File: src/common/ntm_config.svh
`ifndef NTM_CONFIG_SVH
`define NTM_CONFIG_SVH

// Operand width
// Each half of the double-width product has this width too
`define NTM_DATA_SIZE 16

// Row, column and element counter width
// Matrix dimensions go from 1 up to 15
`define NTM_CONTROL_SIZE 4

`endif

File: src/common/ntm_pkg.sv
package ntm_pkg;

  //////////////////////////////
  // Matrix controller states
  //////////////////////////////

  // Wait for start, then the first element of a row, then the rest
  typedef enum logic [1:0] {
    matrix_starter = 2'd0,
    matrix_input_i = 2'd1,
    matrix_input_j = 2'd2,
    matrix_ender   = 2'd3
  } matrix_state_t;

  //////////////////////////////
  // Vector multiplier states
  //////////////////////////////

  typedef enum logic [1:0] {
    vector_idle     = 2'd0,
    vector_capture  = 2'd1,
    vector_multiply = 2'd2,
    vector_emit     = 2'd3
  } vector_state_t;

  // Scalar shift-add multiplier
  typedef enum logic {
    multiplier_idle = 1'b0,
    multiplier_busy = 1'b1
  } multiplier_state_t;

endpackage

File: src/matrix/model_matrix_integer_multiplier.sv
`include "ntm_config.svh"

module model_matrix_integer_multiplier
  import ntm_pkg::*;
(
  input  logic                         CLK,
  input  logic                         RST,

  // Control
  input  logic                         start,
  output logic                         ready,

  // i strobes for the first element of a row, j strobes for the rest
  input  logic                         data_a_in_i_enable,
  input  logic                         data_a_in_j_enable,
  input  logic                         data_b_in_i_enable,
  input  logic                         data_b_in_j_enable,
  output logic                         data_out_i_enable,
  output logic                         data_out_j_enable,

  // Dimensions
  input  logic [`NTM_CONTROL_SIZE-1:0] size_i_in,
  input  logic [`NTM_CONTROL_SIZE-1:0] size_j_in,

  // Operands
  input  logic [`NTM_DATA_SIZE-1:0]    data_a_in,
  input  logic [`NTM_DATA_SIZE-1:0]    data_b_in,

  // Product halves
  output logic [`NTM_DATA_SIZE-1:0]    data_out,
  output logic [`NTM_DATA_SIZE-1:0]    overflow_out
);

  localparam logic [`NTM_CONTROL_SIZE-1:0] control_one = 1;

  //////////////////////////////
  // Signals
  //////////////////////////////

  matrix_state_t                  state_int;

  // Row and column indexes
  logic [`NTM_CONTROL_SIZE-1:0]   index_i_loop;
  logic [`NTM_CONTROL_SIZE-1:0]   index_j_loop;
  logic                           last_row;
  logic                           last_column;
  logic                           row_end;

  // Per-operand flags for the current element
  logic                           data_a_flag;
  logic                           data_b_flag;
  logic                           accept_a;
  logic                           accept_b;

  // Vector multiplier side
  logic                           start_vector;
  logic                           ready_vector;
  logic                           data_a_in_enable_vector;
  logic                           data_b_in_enable_vector;
  logic                           data_out_enable_vector;
  logic [`NTM_CONTROL_SIZE-1:0]   size_in_vector;
  logic [`NTM_DATA_SIZE-1:0]      data_a_in_vector;
  logic [`NTM_DATA_SIZE-1:0]      data_b_in_vector;
  logic [`NTM_DATA_SIZE-1:0]      data_out_vector;
  logic [`NTM_DATA_SIZE-1:0]      overflow_out_vector;

  // Only the strobe kind that matches the state counts
  // First strobe of each operand wins
  assign accept_a = !data_a_flag &&
                    ((state_int == matrix_input_i && data_a_in_i_enable) ||
                     (state_int == matrix_input_j && data_a_in_j_enable));
  assign accept_b = !data_b_flag &&
                    ((state_int == matrix_input_i && data_b_in_i_enable) ||
                     (state_int == matrix_input_j && data_b_in_j_enable));

  assign last_row    = (index_i_loop == size_i_in - control_one);
  assign last_column = (index_j_loop == size_j_in - control_one);

  // Column index and vector unit both close the row
  assign row_end = last_column && ready_vector;

  //////////////////////////////
  // Control
  //////////////////////////////

  always_ff @(posedge CLK or posedge RST) begin
    if (RST) begin
      state_int               <= matrix_starter;
      index_i_loop            <= '0;
      index_j_loop            <= '0;
      data_a_flag             <= 1'b0;
      data_b_flag             <= 1'b0;
      start_vector            <= 1'b0;
      size_in_vector          <= '0;
      data_a_in_enable_vector <= 1'b0;
      data_b_in_enable_vector <= 1'b0;
      ready                   <= 1'b0;
      data_out_i_enable       <= 1'b0;
      data_out_j_enable       <= 1'b0;
      data_out                <= '0;
      overflow_out            <= '0;
    end else begin
      // All strobes default low
      start_vector            <= 1'b0;
      data_a_in_enable_vector <= accept_a;
      data_b_in_enable_vector <= accept_b;
      ready                   <= 1'b0;
      data_out_i_enable       <= 1'b0;
      data_out_j_enable       <= 1'b0;
      case (state_int)
        matrix_starter: begin
          if (start) begin
            index_i_loop   <= '0;
            index_j_loop   <= '0;
            // Open the first row in the vector unit
            start_vector   <= 1'b1;
            size_in_vector <= size_j_in;
            state_int      <= matrix_input_i;
          end
        end
        matrix_input_i, matrix_input_j: begin
          if (accept_a) data_a_flag <= 1'b1;
          if (accept_b) data_b_flag <= 1'b1;
          if ((data_a_flag || accept_a) && (data_b_flag || accept_b)) begin
            state_int <= matrix_ender;
          end
        end
        matrix_ender: begin
          // Wait for the product of this element
          if (data_out_enable_vector) begin
            data_out          <= data_out_vector;
            overflow_out      <= overflow_out_vector;
            data_out_j_enable <= 1'b1;
            data_a_flag       <= 1'b0;
            data_b_flag       <= 1'b0;
            if (row_end && last_row) begin
              // Matrix done
              ready     <= 1'b1;
              state_int <= matrix_starter;
            end else if (row_end) begin
              // Next row, restart the vector unit
              data_out_i_enable <= 1'b1;
              index_i_loop      <= index_i_loop + control_one;
              index_j_loop      <= '0;
              start_vector      <= 1'b1;
              size_in_vector    <= size_j_in;
              state_int         <= matrix_input_i;
            end else begin
              index_j_loop <= index_j_loop + control_one;
              state_int    <= matrix_input_j;
            end
          end
        end
        default: state_int <= matrix_starter;
      endcase
    end
  end

  // Forwarded operand values, valid with their strobes
  always_ff @(posedge CLK) begin
    if (accept_a) data_a_in_vector <= data_a_in;
    if (accept_b) data_b_in_vector <= data_b_in;
  end

  //////////////////////////////
  // Vector multiplier
  //////////////////////////////

  model_vector_integer_multiplier vector_integer_multiplier (
    .CLK             (CLK),
    .RST             (RST),
    .start           (start_vector),
    .ready           (ready_vector),
    .data_a_in_enable(data_a_in_enable_vector),
    .data_b_in_enable(data_b_in_enable_vector),
    .data_out_enable (data_out_enable_vector),
    .size_in         (size_in_vector),
    .data_a_in       (data_a_in_vector),
    .data_b_in       (data_b_in_vector),
    .data_out        (data_out_vector),
    .overflow_out    (overflow_out_vector)
  );

endmodule

File: src/source/model_integer_multiplier.sv
`include "ntm_config.svh"

module model_integer_multiplier
  import ntm_pkg::*;
(
  input  logic                      CLK,
  input  logic                      RST,

  // Control
  input  logic                      start,
  output logic                      ready,

  // Operands
  input  logic [`NTM_DATA_SIZE-1:0] data_a_in,
  input  logic [`NTM_DATA_SIZE-1:0] data_b_in,

  // Low and high halves of the product
  output logic [`NTM_DATA_SIZE-1:0] data_out,
  output logic [`NTM_DATA_SIZE-1:0] overflow_out
);

  // One iteration per multiplier bit
  localparam int count_size = $clog2(`NTM_DATA_SIZE);
  localparam logic [count_size-1:0] count_last = count_size'(`NTM_DATA_SIZE - 1);

  //////////////////////////////
  // Signals
  //////////////////////////////

  multiplier_state_t             state_int;
  logic [count_size-1:0]         count_int;

  // Multiplicand widened so it can shift into the high half
  logic [2*`NTM_DATA_SIZE-1:0]   multiplicand_int;
  logic [`NTM_DATA_SIZE-1:0]     multiplier_int;
  logic [2*`NTM_DATA_SIZE-1:0]   accumulator_int;
  logic [2*`NTM_DATA_SIZE-1:0]   partial_sum;

  // Add the shifted multiplicand only for a set multiplier bit
  assign partial_sum = multiplier_int[0] ? (accumulator_int + multiplicand_int)
                                         : accumulator_int;

  //////////////////////////////
  // Control
  //////////////////////////////

  always_ff @(posedge CLK or posedge RST) begin
    if (RST) begin
      state_int    <= multiplier_idle;
      count_int    <= '0;
      ready        <= 1'b0;
      data_out     <= '0;
      overflow_out <= '0;
    end else begin
      // Ready is a single-cycle pulse
      ready <= 1'b0;
      case (state_int)
        multiplier_idle: begin
          if (start) begin
            count_int <= '0;
            state_int <= multiplier_busy;
          end
        end
        multiplier_busy: begin
          count_int <= count_int + 1'b1;
          // Last bit, result straight from the adder
          if (count_int == count_last) begin
            data_out     <= partial_sum[`NTM_DATA_SIZE-1:0];
            overflow_out <= partial_sum[2*`NTM_DATA_SIZE-1:`NTM_DATA_SIZE];
            ready        <= 1'b1;
            state_int    <= multiplier_idle;
          end
        end
        default: state_int <= multiplier_idle;
      endcase
    end
  end

  //////////////////////////////
  // Datapath
  //////////////////////////////

  always_ff @(posedge CLK) begin
    if (state_int == multiplier_idle && start) begin
      multiplicand_int <= {{`NTM_DATA_SIZE{1'b0}}, data_a_in};
      multiplier_int   <= data_b_in;
      accumulator_int  <= '0;
    end else if (state_int == multiplier_busy) begin
      // Radix-2 step
      accumulator_int  <= partial_sum;
      multiplicand_int <= multiplicand_int << 1;
      multiplier_int   <= multiplier_int >> 1;
    end
  end

endmodule

File: src/source/ntm_matrix_multiplier_top.sv
`include "ntm_config.svh"

module ntm_matrix_multiplier_top (
  input  logic                         CLK,
  input  logic                         RST,

  // Host control
  input  logic                         start,
  output logic                         ready,

  // Operand strobes
  input  logic                         data_a_in_i_enable,
  input  logic                         data_a_in_j_enable,
  input  logic                         data_b_in_i_enable,
  input  logic                         data_b_in_j_enable,

  // Row end and element strobes
  output logic                         data_out_i_enable,
  output logic                         data_out_j_enable,

  // Dimensions, stable until ready
  input  logic [`NTM_CONTROL_SIZE-1:0] size_i_in,
  input  logic [`NTM_CONTROL_SIZE-1:0] size_j_in,

  // Element pair
  input  logic [`NTM_DATA_SIZE-1:0]    data_a_in,
  input  logic [`NTM_DATA_SIZE-1:0]    data_b_in,

  // Low half and high half of each product
  output logic [`NTM_DATA_SIZE-1:0]    data_out,
  output logic [`NTM_DATA_SIZE-1:0]    overflow_out
);

  //////////////////////////////
  // Hadamard matrix multiplier
  //////////////////////////////

  model_matrix_integer_multiplier matrix_integer_multiplier (
    .CLK               (CLK),
    .RST               (RST),
    .start             (start),
    .ready             (ready),
    .data_a_in_i_enable(data_a_in_i_enable),
    .data_a_in_j_enable(data_a_in_j_enable),
    .data_b_in_i_enable(data_b_in_i_enable),
    .data_b_in_j_enable(data_b_in_j_enable),
    .data_out_i_enable (data_out_i_enable),
    .data_out_j_enable (data_out_j_enable),
    .size_i_in         (size_i_in),
    .size_j_in         (size_j_in),
    .data_a_in         (data_a_in),
    .data_b_in         (data_b_in),
    .data_out          (data_out),
    .overflow_out      (overflow_out)
  );

endmodule

File: src/vector/model_vector_integer_multiplier.sv
`include "ntm_config.svh"

module model_vector_integer_multiplier
  import ntm_pkg::*;
(
  input  logic                         CLK,
  input  logic                         RST,

  // Control
  input  logic                         start,
  output logic                         ready,

  input  logic                         data_a_in_enable,
  input  logic                         data_b_in_enable,
  output logic                         data_out_enable,

  // Row length and operands
  input  logic [`NTM_CONTROL_SIZE-1:0] size_in,
  input  logic [`NTM_DATA_SIZE-1:0]    data_a_in,
  input  logic [`NTM_DATA_SIZE-1:0]    data_b_in,

  // Product halves
  output logic [`NTM_DATA_SIZE-1:0]    data_out,
  output logic [`NTM_DATA_SIZE-1:0]    overflow_out
);

  localparam logic [`NTM_CONTROL_SIZE-1:0] control_one = 1;

  //////////////////////////////
  // Signals
  //////////////////////////////

  vector_state_t                  state_int;

  // Element counter and latched row length
  logic [`NTM_CONTROL_SIZE-1:0]   index_int;
  logic [`NTM_CONTROL_SIZE-1:0]   size_int;
  logic                           last_element;

  // Operand capture flags
  logic                           a_captured;
  logic                           b_captured;
  logic                           have_a;
  logic                           have_b;

  logic [`NTM_DATA_SIZE-1:0]      data_a_int;
  logic [`NTM_DATA_SIZE-1:0]      data_b_int;

  // Scalar multiplier side
  logic                           start_multiplier;
  logic                           ready_multiplier;
  logic [`NTM_DATA_SIZE-1:0]      data_out_multiplier;
  logic [`NTM_DATA_SIZE-1:0]      overflow_out_multiplier;

  // Operand present now or earlier in this element
  assign have_a = a_captured | data_a_in_enable;
  assign have_b = b_captured | data_b_in_enable;

  assign last_element = (index_int == size_int - control_one);

  //////////////////////////////
  // Control
  //////////////////////////////

  always_ff @(posedge CLK or posedge RST) begin
    if (RST) begin
      state_int        <= vector_idle;
      index_int        <= '0;
      size_int         <= '0;
      a_captured       <= 1'b0;
      b_captured       <= 1'b0;
      start_multiplier <= 1'b0;
      ready            <= 1'b0;
      data_out_enable  <= 1'b0;
      data_out         <= '0;
      overflow_out     <= '0;
    end else begin
      // Strobes last one cycle
      start_multiplier <= 1'b0;
      ready            <= 1'b0;
      data_out_enable  <= 1'b0;
      case (state_int)
        vector_idle: begin
          if (start) begin
            size_int  <= size_in;
            index_int <= '0;
            state_int <= vector_capture;
          end
        end
        vector_capture: begin
          if (data_a_in_enable) a_captured <= 1'b1;
          if (data_b_in_enable) b_captured <= 1'b1;
          // Both operands in, launch the scalar multiply
          if (have_a && have_b) begin
            a_captured       <= 1'b0;
            b_captured       <= 1'b0;
            start_multiplier <= 1'b1;
            state_int        <= vector_multiply;
          end
        end
        vector_multiply: begin
          if (ready_multiplier) begin
            data_out        <= data_out_multiplier;
            overflow_out    <= overflow_out_multiplier;
            data_out_enable <= 1'b1;
            // Row done flag rides with the last product
            ready           <= last_element;
            state_int       <= vector_emit;
          end
        end
        vector_emit: begin
          if (last_element) begin
            state_int <= vector_idle;
          end else begin
            index_int <= index_int + control_one;
            state_int <= vector_capture;
          end
        end
        default: state_int <= vector_idle;
      endcase
    end
  end

  // Operand registers
  always_ff @(posedge CLK) begin
    if (state_int == vector_capture && data_a_in_enable) data_a_int <= data_a_in;
    if (state_int == vector_capture && data_b_in_enable) data_b_int <= data_b_in;
  end

  //////////////////////////////
  // Scalar multiplier
  //////////////////////////////

  model_integer_multiplier integer_multiplier (
    .CLK         (CLK),
    .RST         (RST),
    .start       (start_multiplier),
    .ready       (ready_multiplier),
    .data_a_in   (data_a_int),
    .data_b_in   (data_b_int),
    .data_out    (data_out_multiplier),
    .overflow_out(overflow_out_multiplier)
  );

endmodule
File: config.mk
export PLATFORM = sky130hd
export DESIGN_NAME = ntm_matrix_multiplier_top
export DESIGN_NICKNAME = d
export VERILOG_FILES = /design/src/common/ntm_pkg.sv /design/src/matrix/model_matrix_integer_multiplier.sv /design/src/source/model_integer_multiplier.sv /design/src/source/ntm_matrix_multiplier_top.sv /design/src/vector/model_vector_integer_multiplier.sv
export VERILOG_INCLUDE_DIRS = /design/src /design/src/common
export SDC_FILE = /design/constraint.sdc
export NUM_CORES = 1
export LEC_CHECK = 0
export BUFFER_PORTS_ARGS = -buffer_cell sky130_fd_sc_hd__buf_4
export CELL_PAD_IN_SITES_DETAIL_PLACEMENT = 0
export CELL_PAD_IN_SITES_GLOBAL_PLACEMENT = 2
export CORE_MARGIN = 1
export CORE_UTILIZATION = 42
export DETAILED_ROUTE_END_ITERATION = 7
export PLACE_DENSITY_LB_ADDON = 0.3
export SETUP_SLACK_MARGIN = 0.05
export SLEW_MARGIN = 20
export SYNTH_ARGS = -nofsm -noshare
export SYNTH_HDL_FRONTEND = slang
export SYNTH_SLANG_ARGS = --single-unit
File: constraint.sdc
create_clock -name CLK -period 6 [get_ports CLK]
set_input_delay 0.9 -clock CLK [delete_from_list [all_inputs] [get_ports CLK]]
set_output_delay 0.9 -clock CLK [all_outputs]
set_load 0.005 [all_outputs]
# == Word-level counts from Yosys, hierarchy flattened ==
# Index checks and enable logic that the tools add are counted.
# word_totals
in_bits,47
wordCells,177
register_bits,283
# op_classes
mux,66
bitwise,3
n_eq_ne,22
reduce_logical,41
add_sub_neg,8
# op_table
cell,n
16-bit two-way mux,4
4-bit two-way mux,14
4-bit one-hot mux with 2 select lines,5
32-bit adder,1
32-bit two-way mux,1
1-bit two-way mux,28
"4-bit by 1-bit adder with 4-bit output, second input constant",4
2-bit two-way mux,8
3-bit AND reduction,5
1-bit logical AND,13
4-bit equality test,3
"2-bit by 1-bit != test with 1-bit output, second input constant",6
"2-bit != test, second input constant",6
2-bit AND reduction,6
2-bit nonzero test,6
"4-bit by 1-bit subtractor with 4-bit output, second input constant",3
"2-bit equality test, second input constant",4
1-bit one-hot mux with 2 select lines,4
2-bit one-hot mux with 4 select lines,1
2-bit one-hot mux with 3 select lines,1
5-bit AND reduction,1
"2-bit by 1-bit equality test with 1-bit output, second input constant",2
"4-bit equality test, second input constant",1
2-bit logical NOT,2
6 further kinds,11

# == Logic depth before layout (Yosys ltp) ==
# logic_depth
ltp_word,8
ltp_mapped,11
mapped_depth_nobuf,11

# == Modules after synthesis ==
# Synthesis repeated with hierarchy kept, for this count alone.
# hier_totals
hier_cells,1084
area_unflattened_um2,12834.8
# modules_own_cells
module,instances,area_per_inst_um2,cells_per_inst
model_integer_multiplier,1,6287.3,643
model_matrix_integer_multiplier,1,3517.1,251
model_vector_integer_multiplier,1,3030.4,190

# == Least setup slack after synthesis ==
# No wires, ideal clock.
# synth_timing
path_kind,in2reg
startpoint,in size_j_in[0]
endpoint,reg matrix_integer_multiplier.size_in_vector[3]
setup_ns,0.125
path_slack_ns,3.099
path_stages,9
required_time_ns,5.875
t_arrival_ns,2.776
cell_sequence,inv_1 -> ha_1 -> xnor2_1 -> o211ai_1 -> a2111oi_4 -> nand2b_1 -> a211o_1 -> clkbuf_1 -> mux2_2
# synth_between
elab_chain_cells,6
word_cells_on_any_way,7
cone_classes,add/sub: 1; eq/ne: 3; reduce/logical: 3
# synth_lines
element,line_no,text
start: declaration,ntm_matrix_multiplier_top.sv:23,"input logic [`NTM_CONTROL_SIZE-1:0] size_j_in,"
4-bit by 1-bit subtractor with 4-bit output *,model_matrix_integer_multiplier.sv:77,assign last_column = (index_j_loop == size_j_in - control_one);
4-bit equality test *,model_matrix_integer_multiplier.sv:77,
1-bit logical AND *,model_matrix_integer_multiplier.sv:80,assign row_end = last_column && ready_vector;
1-bit logical AND,model_matrix_integer_multiplier.sv:136,if (row_end && last_row) begin
2-bit != test (no source line),n/a,
5-bit AND reduction (no source line) *,n/a,
end signal: assignment,model_matrix_integer_multiplier.sv:117,size_in_vector <= size_j_in;
end signal: assignment,model_matrix_integer_multiplier.sv:146,size_in_vector <= size_j_in;
end: declaration,model_matrix_integer_multiplier.sv:61,logic [`NTM_CONTROL_SIZE-1:0] size_in_vector;
# Mark *: on every way between the ends. The rest lies on a longest branch, timed or not.
# A chain may end at the register's enable or synchronous reset.

# == Worst setup path in the final report ==
# layout_timing
startpoint,reg matrix_integer_multiplier.vector_integer_multiplier.integer_multiplier.multiplicand_int[0]
endpoint,reg matrix_integer_multiplier.vector_integer_multiplier.integer_multiplier.accumulator_int[30]
# layout_between
elab_chain_cells,2
# layout_lines
element,line_no,text
start: declaration,model_integer_multiplier.sv:34,logic [2*`NTM_DATA_SIZE-1:0] multiplicand_int;
start signal: assignment,model_integer_multiplier.sv:85,"multiplicand_int <= {{`NTM_DATA_SIZE{1'b0}}, data_a_in};"
start signal: assignment,model_integer_multiplier.sv:91,multiplicand_int <= multiplicand_int << 1;
32-bit adder,model_integer_multiplier.sv:40,assign partial_sum = multiplier_int[0] ? (accumulator_int + multiplicand_int)
32-bit two-way mux,model_integer_multiplier.sv:40,
end signal: assignment,model_integer_multiplier.sv:90,accumulator_int <= partial_sum;
end: declaration,model_integer_multiplier.sv:36,logic [2*`NTM_DATA_SIZE-1:0] accumulator_int;
# No other way between the ends.

==> impl_metrics.toml <==
[run_status]
outcome = "completed"

[yosys]
ys_seq_area_share_pct = 59.02
syn_avg_cell_area_sq_um = 12.33
synth_commonest_cells = "139 x dfrtp_1, 100 x mux2_2, 96 x edfxtp_1"
synth_top_family_by_area = "compound AO/OA/AOI/OAI gates"
yosysTopAreaCell = "dfrtp_1"
muxShareOfSynthArea_pct = 10.69
syn-instance-count = 1006
synth_top_area_share_pct = 28.04
synth.net_count = 1101
synth_simple_gate_area_share_pct = 7.060
yosys.cell_types.count = 66
synth-xor-area-share_pct = 3.389
ys_ff_latch = 283
yosysMostFrequentCell = "dfrtp_1"
syn_area_sq_um = 12410
async_reset_ff_share_pct = 49.12
yosysWarnings = 0
synth_compound_area_share_pct = 12.81
synth.area.top_cells = "dfrtp_1 28%, edfxtp_1 23%, mux2_2 9.1%"
ys.flop_type = "dfrtp_1"
synth_fa_ha_area_share_pct = 4.902
synth_edf_count = 96

[finish]
syn2layout_area_growth_pct = 16.90
num_antenna_cells = 0
layout.cells.non_filler = 1503
drive_above_1_share_pct = 24.04
multiInputGateArea_sq_um = 4830
fill_cells = 2581
design_area_sq_um = 14500
nNetsFinal = 1189
regArea_sq_um = 7322

[clocking]
cts_root_buf = "clkbuf_16"
post_cts_buffers = 0
clk-insertion-delay-late_ps = 560
h-tree-depth = 1
path_clk_slew_ps = 60
clockBufferDepth = 3
clkSinkCount = 283
cts_buffers = 31
holdBufCountCts = 0
tritoncts = "done"
ctsResizeCount = 0

[setup_path]
r2r_slack_ps = 2840
crit_type = "register to register"
cp-end-kind = "register"
worstPathArrival_ps = 3610
reg2regPathDepth = 11
required_ps = 6440
startpoint_type = "register"
worst-path-max-fanout = 4

[route]
firstDrtPassIters = 4
post-route-drc-count = 0
avgRoutedWirePerCell_um = 16.33
drtIter0Drc = 420
vias_per_cell = 5.166
finalWirelength_um = 24550
postRouteAntennaNets = 0
vias = 7764

[placed_design]
gp_congestion = 0.8075
dp_cells = 1445
place_hpwl_um = 16670
dpl-instance-area_sq_um = 13450
port_buffers = 81

[power_and_ir_drop]
totalPowerFinal_mw = 7.898
p_leak_nw = 6.420
power.density_nw_per_um2 = 544.6
peakVddDrop_mv = 0.2866

[timing]
post-route-period-util_pct = 52.72
tightestPinTransition_ps = 973.6
final.setup.tns_ps = 0
min_period_ps = 3163
rsz0062_at_grt = "false"
finClkSkew_ps = 11.58
hold_viol_final = 0
slew_headroom_pct = 34.94
finalMaxSlewViolations = 0
final-setup-viol-count = 0
fmax_mhz = 316.1

[die]
fp.dieW_um = 173.9
dieArea_sq_um = 30230
start_util_pct = 42.99
pin_count = 82
core_area_sq_um = 28860
rows = 62
die_y_um = 173.9

[worst_hold_path]
hold_class = "register to register"

[global_route]
grt_pass1_wl_um = 40990
antenna_found_initial = 0
grt_max_degree = 95
grt_util_all_layers_pct = 16.76
grt_pass1_vias = 7659
gr-total-overflow = 0

[run]
maxCapViolCount = 0
critical path: stages, from the launching register on:
cell      delay [ps]
edfxtp_1         390
ha_1             230
fa_1             410
a21oi_1          250
o221ai_2         180
o311ai_2         290
a311oi_1         220
a31oi_1          390
o211ai_1         150
a21oi_1          200
xnor2_1          100
a32o_1           250
cells in the final DEF (no fill, tap or decap), types with 4 or more instances in the layout:
cell type    n
a31oi_1      8
and2_1       6
dfxtp_1     48
o21a_1       4
nand4_1      6
inv_1       30
clkbuf_1     4
and3_1       9
clkbuf_16   32
nand3_1      8
mux2i_1     20
ha_1        47
a21o_1      14
nand2b_1     6
mux2_2     100
nand2_1     93
a31o_2       7
a22o_1      16
o22ai_1      5
a32o_1       4
xor2_1      21
nor3_1       9
buf_4       92
clkinv_2     7
a211oi_1     8
o21ai_0     91
xnor2_1     27
dfrtp_1    139
nor2_1      53
clkbuf_8     4
edfxtp_1    96
a21oi_1     40
stage by stage:
stage                     utilization [%]  worst slack, ps  hold WS [ps]
after floorplan                         -             1375         400.3
after global placement              46.61             2728         402.1
after detailed placement            46.61             2629         405.6
after CTS                           50.26             2773         420.2
after global routing                50.26             2516         424.2
final                               50.26             2837         418.0
worst min-delay path by stage:
stage | start | endpoint | slack (ps) | cells past startpoint
6_report | matrix_integer_multiplier.data_a_in_vector[2] | register | 420 | 0
5_1_grt | matrix_integer_multiplier.data_b_in_vector[1] | register | 420 | 0
4_1_cts | matrix_integer_multiplier.data_a_in_vector[2] | register | 420 | 0
3_5_place_dp | matrix_integer_multiplier.data_a_in_vector[2] | register | 410 | 0
3_3_place_gp | matrix_integer_multiplier.data_a_in_vector[5] | register | 400 | 0
2_1_floorplan | matrix_integer_multiplier.data_a_in_vector[0] | register | 400 | 0
logic make-up after synthesis:
logic type / Yosys count
buffers and inverters: 70
muxes: 120
xor gates and xnor gates: 48
and+or+nand+nor: 202
adders and majority gates: 48
DFF: 283
AOI/OAI and AO/OA: 235
layer usage:
metal / part of all wire, % / vias up / track usage (%)
met5: 0 / - / 0
met2: 43 / 110 / 25.33
met1: 51 / 3768 / 25.39
met3: 3.5 / 38 / 2.281
li1: - / 3848 / -
met4: 1.8 / 0 / 3.947
power by group:
part           total, mW  switching [mW]  internal (mW)
Clock               1.92           0.763           1.15
Sequential          3.02           0.362           2.65
Combinational       2.96            1.75           1.22
final cells by class:
| class | instances | area share [%] |
|---|---|---|
| sequential | 283 | 50.49 |
| multi-input combinational | 653 | 33.30 |
| clock buffer | 40 | 6.005 |
| timing repair buffer | 92 | 4.762 |
| tap | 384 | 3.313 |
| clock inverter | 18 | 1.242 |
| inverter | 33 | 0.8886 |
No activity file was read; power rests on OpenSTA's default activity.
